===== src/verilog/kbd_vga_settings.svh =====
`ifndef KBD_VGA_SETTINGS_SVH
`define KBD_VGA_SETTINGS_SVH

// horizontal timing, pixels per line
`define H_ACTIVE 640
`define H_FRONT 16
`define H_SYNC 96
`define H_BACK 48
`define H_TOTAL (`H_ACTIVE + `H_FRONT + `H_SYNC + `H_BACK)

// vertical timing, lines per frame
// both syncs are active low
`define V_ACTIVE 480
`define V_FRONT 10
`define V_SYNC 2
`define V_BACK 33
`define V_TOTAL (`V_ACTIVE + `V_FRONT + `V_SYNC + `V_BACK)

// top-left corner of key Q
`define KB_X 80
`define KB_Y 120

// key square and spacing
`define KEY_W 40
`define KEY_H 40
`define KEY_PITCH 50
`define ROW_STEP 60

// x offset of rows A..J and Z..M
`define ROW1_SHIFT 30
`define ROW2_SHIFT 40

`define KEYS_PER_ROW 7
`define NUM_KEYS 21

// glyph box in the top-left of each key
`define GLYPH_W 16
`define GLYPH_H 32

// letter bitmap, 32 rows of 16 bits, row 0 in the top word
`define GLYPH_BITS { \
    64'h0000_0000_0000_0180, \
    64'h03C0_03C0_0660_0660, \
    64'h0C30_0C30_0C30_1818, \
    64'h1818_1818_300C_300C, \
    64'h3FFC_3FFC_6006_6006, \
    64'h6006_C003_C003_C003, \
    64'hC003_C003_0000_0000, \
    64'h0000_0000_0000_0000}

// 4 bits each of red, green, blue
`define COLOR_BG 12'h0F0
`define COLOR_IDLE 12'hFFF
`define COLOR_LIT 12'hFF0
`define COLOR_INK 12'h000

`endif


===== src/verilog/video_pkg.sv =====
package video_pkg;

    // pixel or line count, covers 0..799
    typedef logic [9:0] coord_t;

    // one pixel, red in the top nibble
    typedef struct packed {
        logic [3:0] red;
        logic [3:0] green;
        logic [3:0] blue;
    } color_t;

    // where a counter sits within its line or frame
    typedef enum logic [1:0] {
        ph_active,
        ph_front,
        ph_sync,
        ph_back
    } scan_phase_t;

endpackage


===== src/verilog/keyboard_pkg.sv =====
package keyboard_pkg;

    // row * 7 + column, Q..U then A..J then Z..M
    typedef logic [4:0] key_code_t;

    // toggled by each press of the key
    typedef enum logic {
        key_idle,
        key_lit
    } key_state_t;

    // one flag per key, bit n for code n
    typedef logic [20:0] key_mask_t;

    // offset inside the 16x32 glyph box
    typedef struct packed {
        logic [4:0] row;
        logic [3:0] col;
    } glyph_off_t;

endpackage


===== src/verilog/vga_timing.sv =====
`timescale 1ns/100ps

`include "kbd_vga_settings.svh"

module vga_timing import video_pkg::*; (
    input  logic   vga_clk,
    input  logic   rst,
    output coord_t pix_x,
    output coord_t pix_y,
    output logic   video_on,
    output logic   hsync,
    output logic   vsync
);

    coord_t      h_cnt;
    coord_t      v_cnt;
    scan_phase_t h_phase;
    scan_phase_t v_phase;
    logic        h_last;
    logic        v_last;

    // same region split for both axes
    function automatic scan_phase_t phase_of(
        input coord_t cnt,
        input int     active,
        input int     front,
        input int     sync
    );
        if (cnt < active) begin
            return ph_active;
        end else if (cnt < active + front) begin
            return ph_front;
        end else if (cnt < active + front + sync) begin
            return ph_sync;
        end
        return ph_back;
    endfunction

    assign h_last = (h_cnt == `H_TOTAL - 1);
    assign v_last = (v_cnt == `V_TOTAL - 1);

    // pixel counter, line counter steps on pixel wrap
    always_ff @(posedge vga_clk or negedge rst) begin
        if (!rst) begin
            h_cnt <= '0;
            v_cnt <= '0;
        end else if (h_last) begin
            h_cnt <= '0;
            if (v_last) begin
                v_cnt <= '0;
            end else begin
                v_cnt <= v_cnt + 1'b1;
            end
        end else begin
            h_cnt <= h_cnt + 1'b1;
        end
    end

    always_comb begin
        h_phase = phase_of(h_cnt, `H_ACTIVE, `H_FRONT, `H_SYNC);
        v_phase = phase_of(v_cnt, `V_ACTIVE, `V_FRONT, `V_SYNC);
    end

    // coordinate of the pixel being computed this cycle
    assign pix_x    = h_cnt;
    assign pix_y    = v_cnt;
    assign video_on = (h_phase == ph_active) && (v_phase == ph_active);

    // one stage late, in step with the registered colour
    always_ff @(posedge vga_clk or negedge rst) begin
        if (!rst) begin
            hsync <= 1'b1;
            vsync <= 1'b1;
        end else begin
            hsync <= (h_phase != ph_sync);
            vsync <= (v_phase != ph_sync);
        end
    end

endmodule


===== src/verilog/key_locator.sv =====
`timescale 1ns/100ps

`include "kbd_vga_settings.svh"

module key_locator import video_pkg::*; import keyboard_pkg::*; (
    input  coord_t     pix_x,
    input  coord_t     pix_y,
    output logic       key_hit,
    output key_code_t  hit_code,
    output glyph_off_t glyph_off,
    output logic       in_glyph
);

    logic       row_hit;
    logic [1:0] row_idx;
    coord_t     row_top;
    logic       col_hit;
    logic [2:0] col_idx;
    coord_t     key_left;
    coord_t     off_x;
    coord_t     off_y;

    // lower rows are staggered to the right
    function automatic coord_t row_shift(input logic [1:0] row);
        case (row)
            2'd1:    return coord_t'(`ROW1_SHIFT);
            2'd2:    return coord_t'(`ROW2_SHIFT);
            default: return '0;
        endcase
    endfunction

    // row band search on y
    always_comb begin
        row_hit = 1'b0;
        row_idx = '0;
        row_top = '0;
        for (int r = 0; r < `NUM_KEYS / `KEYS_PER_ROW; r++) begin
            if (pix_y >= `KB_Y + r * `ROW_STEP && pix_y < `KB_Y + r * `ROW_STEP + `KEY_H) begin
                row_hit = 1'b1;
                row_idx = 2'(r);
                row_top = coord_t'(`KB_Y + r * `ROW_STEP);
            end
        end
    end

    // column search on x, only inside the matched row
    always_comb begin : col_search
        coord_t col_left;
        col_hit  = 1'b0;
        col_idx  = '0;
        key_left = '0;
        for (int c = 0; c < `KEYS_PER_ROW; c++) begin
            col_left = coord_t'(`KB_X + row_shift(row_idx) + c * `KEY_PITCH);
            if (pix_x >= col_left && pix_x < col_left + `KEY_W) begin
                col_hit  = 1'b1;
                col_idx  = 3'(c);
                key_left = col_left;
            end
        end
    end

    // keys never overlap, so at most one match
    assign key_hit  = row_hit && col_hit;
    assign hit_code = key_hit ? key_code_t'(row_idx * `KEYS_PER_ROW + col_idx) : '0;

    // offset from the key's top-left corner
    assign off_x = pix_x - key_left;
    assign off_y = pix_y - row_top;

    assign glyph_off.row = off_y[4:0];
    assign glyph_off.col = off_x[3:0];
    assign in_glyph      = key_hit && (off_x < `GLYPH_W) && (off_y < `GLYPH_H);

endmodule


===== src/verilog/key_painter.sv =====
`timescale 1ns/100ps

`include "kbd_vga_settings.svh"

module key_painter import video_pkg::*; import keyboard_pkg::*; (
    input  logic       vga_clk,
    input  logic       rst,
    input  logic       video_on,
    input  logic       key_hit,
    input  logic       in_glyph,
    input  key_code_t  hit_code,
    input  glyph_off_t glyph_off,
    input  logic       key_press,
    input  key_code_t  key_code,
    output color_t     pix_color
);

    // msb first, row-major
    localparam logic [511:0] glyph_bits = `GLYPH_BITS;

    key_state_t key_state [`NUM_KEYS];
    key_mask_t  press_mask;
    key_mask_t  lit_mask;
    logic [8:0] glyph_idx;
    logic       glyph_ink;

    // out-of-range codes decode to no key at all
    always_comb begin
        press_mask = '0;
        if (key_press && key_code < `NUM_KEYS) begin
            press_mask = key_mask_t'(1) << key_code;
        end
    end

    // every press flips its key, nothing is ever held off
    always_ff @(posedge vga_clk or negedge rst) begin
        if (!rst) begin
            for (int i = 0; i < `NUM_KEYS; i++) begin
                key_state[i] <= key_idle;
            end
        end else begin
            for (int i = 0; i < `NUM_KEYS; i++) begin
                if (press_mask[i]) begin
                    key_state[i] <= (key_state[i] == key_lit) ? key_idle : key_lit;
                end
            end
        end
    end

    // flat view of the states for indexing by hit code
    always_comb begin
        for (int i = 0; i < `NUM_KEYS; i++) begin
            lit_mask[i] = (key_state[i] == key_lit);
        end
    end

    // row * 16 + col
    assign glyph_idx = {glyph_off.row, glyph_off.col};
    assign glyph_ink = in_glyph && glyph_bits[9'd511 - glyph_idx];

    // blanking, then glyph ink, then key face, then background
    always_ff @(posedge vga_clk or negedge rst) begin
        if (!rst) begin
            pix_color <= `COLOR_INK;
        end else if (!video_on) begin
            pix_color <= `COLOR_INK;
        end else if (glyph_ink) begin
            pix_color <= `COLOR_INK;
        end else if (key_hit) begin
            pix_color <= lit_mask[hit_code] ? `COLOR_LIT : `COLOR_IDLE;
        end else begin
            pix_color <= `COLOR_BG;
        end
    end

endmodule


===== src/verilog/keyboard_display.sv =====
`timescale 1ns/100ps

`include "kbd_vga_settings.svh"

module keyboard_display import video_pkg::*; import keyboard_pkg::*; (
    input  logic      vga_clk,
    input  logic      rst,
    input  logic      key_press,
    input  key_code_t key_code,
    output logic      hsync,
    output logic      vsync,
    output logic [3:0] red,
    output logic [3:0] green,
    output logic [3:0] blue
);

    coord_t     pix_x;
    coord_t     pix_y;
    logic       video_on;
    logic       key_hit;
    logic       in_glyph;
    key_code_t  hit_code;
    glyph_off_t glyph_off;
    color_t     pix_color;

    // counters and syncs
    vga_timing i_vga_timing (
        .vga_clk  (vga_clk),
        .rst      (rst),
        .pix_x    (pix_x),
        .pix_y    (pix_y),
        .video_on (video_on),
        .hsync    (hsync),
        .vsync    (vsync)
    );

    // which key, if any, lies under the pixel
    key_locator i_key_locator (
        .pix_x     (pix_x),
        .pix_y     (pix_y),
        .key_hit   (key_hit),
        .hit_code  (hit_code),
        .glyph_off (glyph_off),
        .in_glyph  (in_glyph)
    );

    // key states and the registered pixel colour
    key_painter i_key_painter (
        .vga_clk   (vga_clk),
        .rst       (rst),
        .video_on  (video_on),
        .key_hit   (key_hit),
        .in_glyph  (in_glyph),
        .hit_code  (hit_code),
        .glyph_off (glyph_off),
        .key_press (key_press),
        .key_code  (key_code),
        .pix_color (pix_color)
    );

    assign red   = pix_color.red;
    assign green = pix_color.green;
    assign blue  = pix_color.blue;

endmodule


===== config.mk =====
export PLATFORM = sky130hd
export DESIGN_NAME = keyboard_display
export DESIGN_NICKNAME = d
export VERILOG_FILES = /design/src/verilog/video_pkg.sv /design/src/verilog/keyboard_pkg.sv /design/src/verilog/vga_timing.sv /design/src/verilog/key_locator.sv /design/src/verilog/key_painter.sv /design/src/verilog/keyboard_display.sv
export VERILOG_INCLUDE_DIRS = /design/src /design/src/verilog
export SDC_FILE = /design/constraint.sdc
export NUM_CORES = 1
export LEC_CHECK = 0
export ABC_AREA = 1
export BUFFER_PORTS_ARGS = -buffer_cell sky130_fd_sc_hd__buf_4
export CELL_PAD_IN_SITES_DETAIL_PLACEMENT = 0
export CELL_PAD_IN_SITES_GLOBAL_PLACEMENT = 1
export CORE_AREA = 2 2 156 112
export DETAILED_ROUTE_END_ITERATION = 8
export DIE_AREA = 0 0 158 114
export PLACE_DENSITY_LB_ADDON = 0.08
export RECOVER_POWER = 100
export SLEW_MARGIN = 20
export SYNTH_ARGS = -nofsm -noshare
export SYNTH_HDL_FRONTEND = slang
export SYNTH_SLANG_ARGS = --single-unit

===== constraint.sdc =====
create_clock -name vga_clk -period 12.2 [get_ports vga_clk]
set_input_delay 1.83 -clock vga_clk [delete_from_list [all_inputs] [get_ports vga_clk]]
set_output_delay 1.83 -clock vga_clk [all_outputs]
set_load 0.1 [all_outputs]

==> results.py, run 1 <==
metrics = {
    "sta": {
        "min_period_over_period_pct": 57.6,
        "final_max_slew_viol_count": 47,
        "setup_viol": 0,
        "hold_violations": 0,
        "fmax_ghz": 0.142,
        "fin_skew_ps": 6.61,
        "fin_tns_setup_ps": 0,
        "max_slew_margin_pct": -70.8,
        "rsz0062_at_grt": "false",
        "fin_crit_ps": 7020,
        "setup_ws_ps": 5180,
        "worstMarginPinSlew_ps": 2560,
    },
    "clock_tree": {
        "post_cts_buffers": 0,
        "cts_num_sinks": 46,
        "postCtsHoldBufs": 0,
        "clkTransAtPathRegs_ps": 70,
        "cts_tree": "built",
        "root_buffer": "clkbuf_16",
        "htreeDepth": 2,
        "cts_resized": 0,
        "cts_buffer_depth": 2,
        "clk_latency_ps": 300,
        "numCtsBuffers": 5,
    },
    "logic_synthesis": {
        "ys_seq_elements": 46,
        "synth_cell_types": 57,
        "avgSynthCellArea_um2": 6.74,
        "syn_inst": 872,
        "syn_area_um2": 5880,
        "synthTopCellsByArea": "dfrtp_1 (19%), ha_1 (17%), nand2_1 (13%)",
        "synth_area_leader_cell": "dfrtp_1",
        "ys_async_sr_fraction_pct": 100,
        "yosysWarnings": 0,
        "synth_flop_cell": "dfrtp_1",
        "synth_top_area_share_pct": 18.7,
        "synth_edf_count": 0,
        "yosysSeqAreaShare_pct": 19.6,
    },
    "critical_path": {
        "critical_path_arrival_ps": 7250,
        "regToRegEndpoint": "i_key_painter.pix_color[2]",
        "crit_top_cell": "nand2_1",
        "rrSetupSlack_ps": 5180,
        "cpMaxStageDelayCell": "nor2_1",
        "r2r_start": "i_vga_timing.pix_y[3]",
        "required_ps": 12420,
        "critPathLaunch": "i_vga_timing.pix_y[3]",
        "reg2regPathDepth": 33,
        "endpoint_kind": "flop",
        "crit_type": "flop to flop",
        "cp-start-kind": "flop",
        "cpPeakStageDelay_ps": 830,
        "crit_path_max_fanout": 10,
        "timing.critical_path.to": "i_key_painter.pix_color[2]",
    },
    "finish": {
        "fin_area_um2": 6290,
        "final_layout_size_suffix_gt1_share_pct": 5.47,
        "stdcell_count": 1126,
        "fillCellCount": 1841,
        "antenna_cells": 0,
        "final_common_cell": "nand2_1",
        "areaGrowthSynthToFinish_pct": 7.09,
        "layout_common_cells": "nand2_1 (203), inv_1 (124), nor2_1 (93)",
        "fin_nets": 985,
    },
    "floorplan": {
        "start_util_pct": 35.2,
        "die_h_um": 114,
        "coreArea_um2": 16700,
        "rows": 40,
        "die_width_um": 158,
        "die_area_um2": 18000,
        "io_pins": 22,
    },
    "placed_design": {
        "io_buffers": 21,
        "dp.final_hpwl_um": 14800,
        "dp_slack_ps": 5950,
        "place_area_um2": 6230,
        "dp.cells": 1118,
        "gp_congestion": 0.848,
    },
    "drt": {
        "avgRoutedWirePerCell_um": 16.4,
        "drc": 0,
        "drt_wl_total_um": 18400,
        "via_per_inst": 5.16,
        "drtAntennaViolNets": 0,
        "dr.pass1.iters": 5,
        "vias": 5805,
        "drtIter0Drc": 533,
    },
    "grt": {
        "grt_pass1_wl_um": 29800,
        "grt_pass1_vias": 5455,
        "overflow": 0,
        "antenna_found_initial": 0,
        "grt_max_degree": 47,
        "track_usage_pct": 21.3,
    },
    "power": {
        "fin_total_pwr_uw": 416,
        "max-vdd-ir-drop_mv": 0.0522,
        "powerDensity_nw_per_um2": 66.1,
        "p_leak_uw": 0.00328,
    },
    "run_status": {
        "status": "finished with violations",
        "violations": "max-capacitance violations, max-slew violations",
    },
    "run": {
        "drv_cap": 1,
    },
    "min_path": {
        "hp-class": "flop to flop",
    },
}
routing by layer:
metal,global-route usage [%],up-vias,share of wire (%)
met5,0,-,0
met4,2.46,0,0.42
met3,3.72,10,6.5
met2,29.8,164,39
met1,34.3,2746,54
li1,-,2885,-
synthesized netlist by cell type (2+ instances only):
library cell,n
o21ai_1,6
nor3b_1,2
o22ai_1,4
dfrtp_1,44
xnor2_1,7
conb_1,2
nand4_1,22
nand3b_1,3
a31o_2,2
nand2_4,3
o21bai_1,2
nor2_1,92
xor2_1,30
nand3_1,57
ha_1,80
a21oi_2,2
a211oi_1,3
nand2_1,203
a21oi_1,51
buf_4,9
inv_1,122
buf_12,2
a221oi_1,2
nor2_4,2
buf_2,6
nor4_2,2
inv_2,11
nor2_2,4
fa_1,3
o21ai_0,25
clkbuf_1,4
nor4_1,5
o211ai_1,11
dfstp_2,2
nor3_1,20
nand3_2,4
o31ai_1,2
a21o_1,2
per-stage QoR:
step                hold WS, ps  util [%]
floorplan                   437         -
global placement            459      37.3
detailed placement          459      37.3
CTS                         472      38.2
global route                484      37.6
finish                      467      37.6
power breakdown:
part / leakage (uW) / total, uW / internal (uW) / switching, uW
Combinational: 0.00263 / 80.8 / 31.3 / 49.5
Clock: 0.0000739 / 143 / 81.5 / 61.4
Sequential: 0.000572 / 193 / 179 / 13.4
kinds of logic (layout without fill, tap and decap cells):
kind of cell	count (synthesis)	after routing	share of synthesized area, %
and+or+nand+nor	426	426	32.9
buffers and inverters	157	167	11.4
AOI/OAI and AO/OA	120	120	12.1
adders and majority gates	83	83	18.1
DFF	46	46	19.6
xor gates and xnor gates	38	38	5.79
other	2	15	0.128
sequential cells by signal, indices dropped and copies added, names as in the netlist:
register and flops:
i_key_painter.pix_color 3, i_key_painter.key_state 21, i_vga_timing.pix_x 10, i_vga_timing.hsync 1, i_vga_timing.pix_y 10, i_vga_timing.vsync 1
worst min-delay path by stage:
stage / depth (start not counted) / slack, ps / to / startpoint
3_5_place_dp: 1 / 460 / i_key_painter.key_state[19] / i_key_painter.key_state[19]
5_1_grt: 1 / 480 / i_key_painter.key_state[17] / i_key_painter.key_state[17]
4_1_cts: 1 / 470 / i_key_painter.key_state[0] / i_key_painter.key_state[0]
2_1_floorplan: 1 / 440 / i_key_painter.key_state[17] / i_key_painter.key_state[17]
3_3_place_gp: 1 / 460 / i_key_painter.key_state[18] / i_key_painter.key_state[18]
6_report: 1 / 470 / i_key_painter.key_state[0] / i_key_painter.key_state[0]
critical path, delay by kind of cell (launching register included):
kind	cells	cell delay, ps
buffers and inverters	3	1080
adder cells (fa/ha/maj)	3	1030
flip-flops	1	520
AND/OR/NAND/NOR	17	2570
AO/OA/AOI/OAI	9	1210
XOR/XNOR	1	530
final cells by class:
type                       instances  area, um2  share of cell area [%]
clock buffer                       7        143                    2.27
clock inverter                     1       5.00                  0.0795
inverter                         136        517                    8.21
multi-input combinational        682       4080                    64.8
sequential                        46       1150                    18.3
tap                              231        289                    4.59
timing repair buffer              23        109                    1.73
(Power assumes the default switching activity.)
==> inputs of run 2 (changes only) <==
clock period = 6.95 ns   (was 12.2 ns; I/O delays follow)
==> results.py, run 2 (synthesized netlist as in run 1, its figures left out) <==
metrics = {
    "run_status": {
        "status": "finished with violations",
        "violations": "max-capacitance violations, max-slew violations",
    },
    "critical_path": {
        "critical_path_arrival_ps": 6510,
        "crit_top_cell": "nand2_1",
        "crit_type": "flop to flop",
        "crit_path_max_fanout": 10,
        "cpMaxStageDelayCell": "nor2_2",
        "endpoint_kind": "flop",
        "r2r_start": "i_vga_timing.pix_y[4]",
        "cp-start-kind": "flop",
        "required_ps": 7130,
        "critPathLaunch": "i_vga_timing.pix_y[4]",
        "cpPeakStageDelay_ps": 530,
    },
    "min_path": {
        "min_from": "i_key_painter.key_state[19]",
        "hp-class": "flop to flop",
    },
    "placed_design": {
        "dp.final_hpwl_um": 14800,
        "place_area_um2": 6230,
        "dp.cells": 1118,
        "io_buffers": 21,
        "gp_congestion": 0.848,
    },
    "sta": {
        "fin_skew_ps": 8.10,
        "worstMarginPinSlew_ps": 2630,
        "rsz0062_at_grt": "false",
        "fin_tns_setup_ps": 0,
        "setup_viol": 0,
        "final_max_slew_viol_count": 47,
        "max_slew_margin_pct": -75.1,
        "fmax_ghz": 0.158,
        "min_period_over_period_pct": 91.1,
        "fin_crit_ps": 6330,
        "hold_violations": 0,
    },
    "run": {
        "drv_cap": 1,
    },
    "finish": {
        "largest_register_ffs": 21,
        "final_layout_size_suffix_gt1_share_pct": 5.59,
        "fin_area_um2": 6300,
        "stdcell_count": 1126,
        "regMostFlops": "i_key_painter.key_state",
        "areaGrowthSynthToFinish_pct": 7.20,
        "layout_common_cells": "nand2_1 (203), inv_1 (124), nor2_1 (92)",
        "fin_nets": 985,
        "final_common_cell": "nand2_1",
        "antenna_cells": 0,
    },
    "drt": {
        "dr.pass1.iters": 5,
        "drt_wl_total_um": 18600,
        "drc": 0,
        "vias": 5846,
        "avgRoutedWirePerCell_um": 16.5,
        "via_per_inst": 5.19,
        "drtIter0Drc": 524,
        "drtAntennaViolNets": 0,
    },
    "power": {
        "power_frac_comb_pct": 19.4,
        "swShare_pct": 29.9,
        "cellInternalPower_uw": 513,
        "pwr-share-clk_pct": 34.3,
        "max-vdd-ir-drop_mv": 0.0918,
        "seq_power_share_pct": 46.4,
        "p_leak_uw": 0.00328,
        "powerDensity_nw_per_um2": 116,
        "power.switching_uw": 218,
    },
    "grt": {
        "antenna_found_initial": 0,
        "overflow": 0,
        "grt_pass1_vias": 5453,
        "grt_max_degree": 47,
        "track_usage_pct": 21.5,
        "grt_pass1_wl_um": 29900,
    },
    "clock_tree": {
        "cts_resized": 0,
        "cts_num_sinks": 46,
        "root_buffer": "clkbuf_16",
        "numCtsBuffers": 5,
        "clk_latency_ps": 300,
        "clkTransAtPathRegs_ps": 70,
        "cts_tree": "built",
        "post_cts_buffers": 0,
        "postCtsHoldBufs": 0,
        "htreeDepth": 2,
        "cts_buffer_depth": 2,
    },
    "floorplan": {
        "start_util_pct": 35.2,
        "die_h_um": 114,
        "rows": 40,
        "coreArea_um2": 16700,
        "die_area_um2": 18000,
        "io_pins": 22,
        "die_width_um": 158,
    },
}
[run 2: changes by cell type in the layout (fill, tap and decap cells not counted), sizes merged]
cell    previous run  this run
buf                5         4
clkbuf            25        26
[run 2: per-stage QoR]
stage	utilization, %	hold WS, ps	power (uW)	worst slack (ps)
2_1_floorplan	-	437	447	2230
3_3_place_gp	37.3	459	485	670
3_5_place_dp	37.3	459	487	679
4_1_cts	38.2	471	743	629
5_1_grt	37.7	482	781	42.2
6_report	37.7	472	731	617
[run 2: worst max-delay path: cells and delay by family (launching register included)]
family,cells,cell delay (ps)
adder cells (fa/ha/maj),3,1010
buffers and inverters,4,1020
flip-flops,1,470
XOR/XNOR,1,350
AO/OA/AOI/OAI,9,1150
AND/OR/NAND/NOR,16,2200
[run 2: path summary, 6_finish.rpt]
path	end	slack, ps	cells after the start
setup / recovery	i_key_painter.pix_color[2]	620	33
hold / removal	i_key_painter.key_state[19]	470	1
setup reg to reg	i_key_painter.pix_color[2]	620	33
hold reg to reg	i_key_painter.key_state[19]	470	1
max in group asynchronous	i_vga_timing.pix_x[0]	3870	1
min in group asynchronous	i_key_painter.key_state[11]	1560	1
[run 2: area by class of cell]
type | instances | area, um2
timing repair buffer | 23 | 105
fill | 1833 | 10400
sequential | 46 | 1150
multi-input combinational | 682 | 4090
tap | 231 | 289
clock buffer | 7 | 143
clock inverter | 1 | 5.00
inverter | 136 | 517
[run 2: layer usage]
metal	global-route usage, %	vias to the layer above	wire (um)
li1	-	2884	-
met1	34.6	2772	9920
met2	29.7	177	7180
met3	4.10	13	1370
met4	2.94	0	121
met5	0	-	0
[run 2: power by group through the flow]
stage	Clock [uW]	Sequential [uW]	Combinational [uW]
floorplan	0	337	110
global placement	0	343	141
detailed placement	0	344	143
CTS	260	339	144
global route	274	344	164
finish	251	339	142
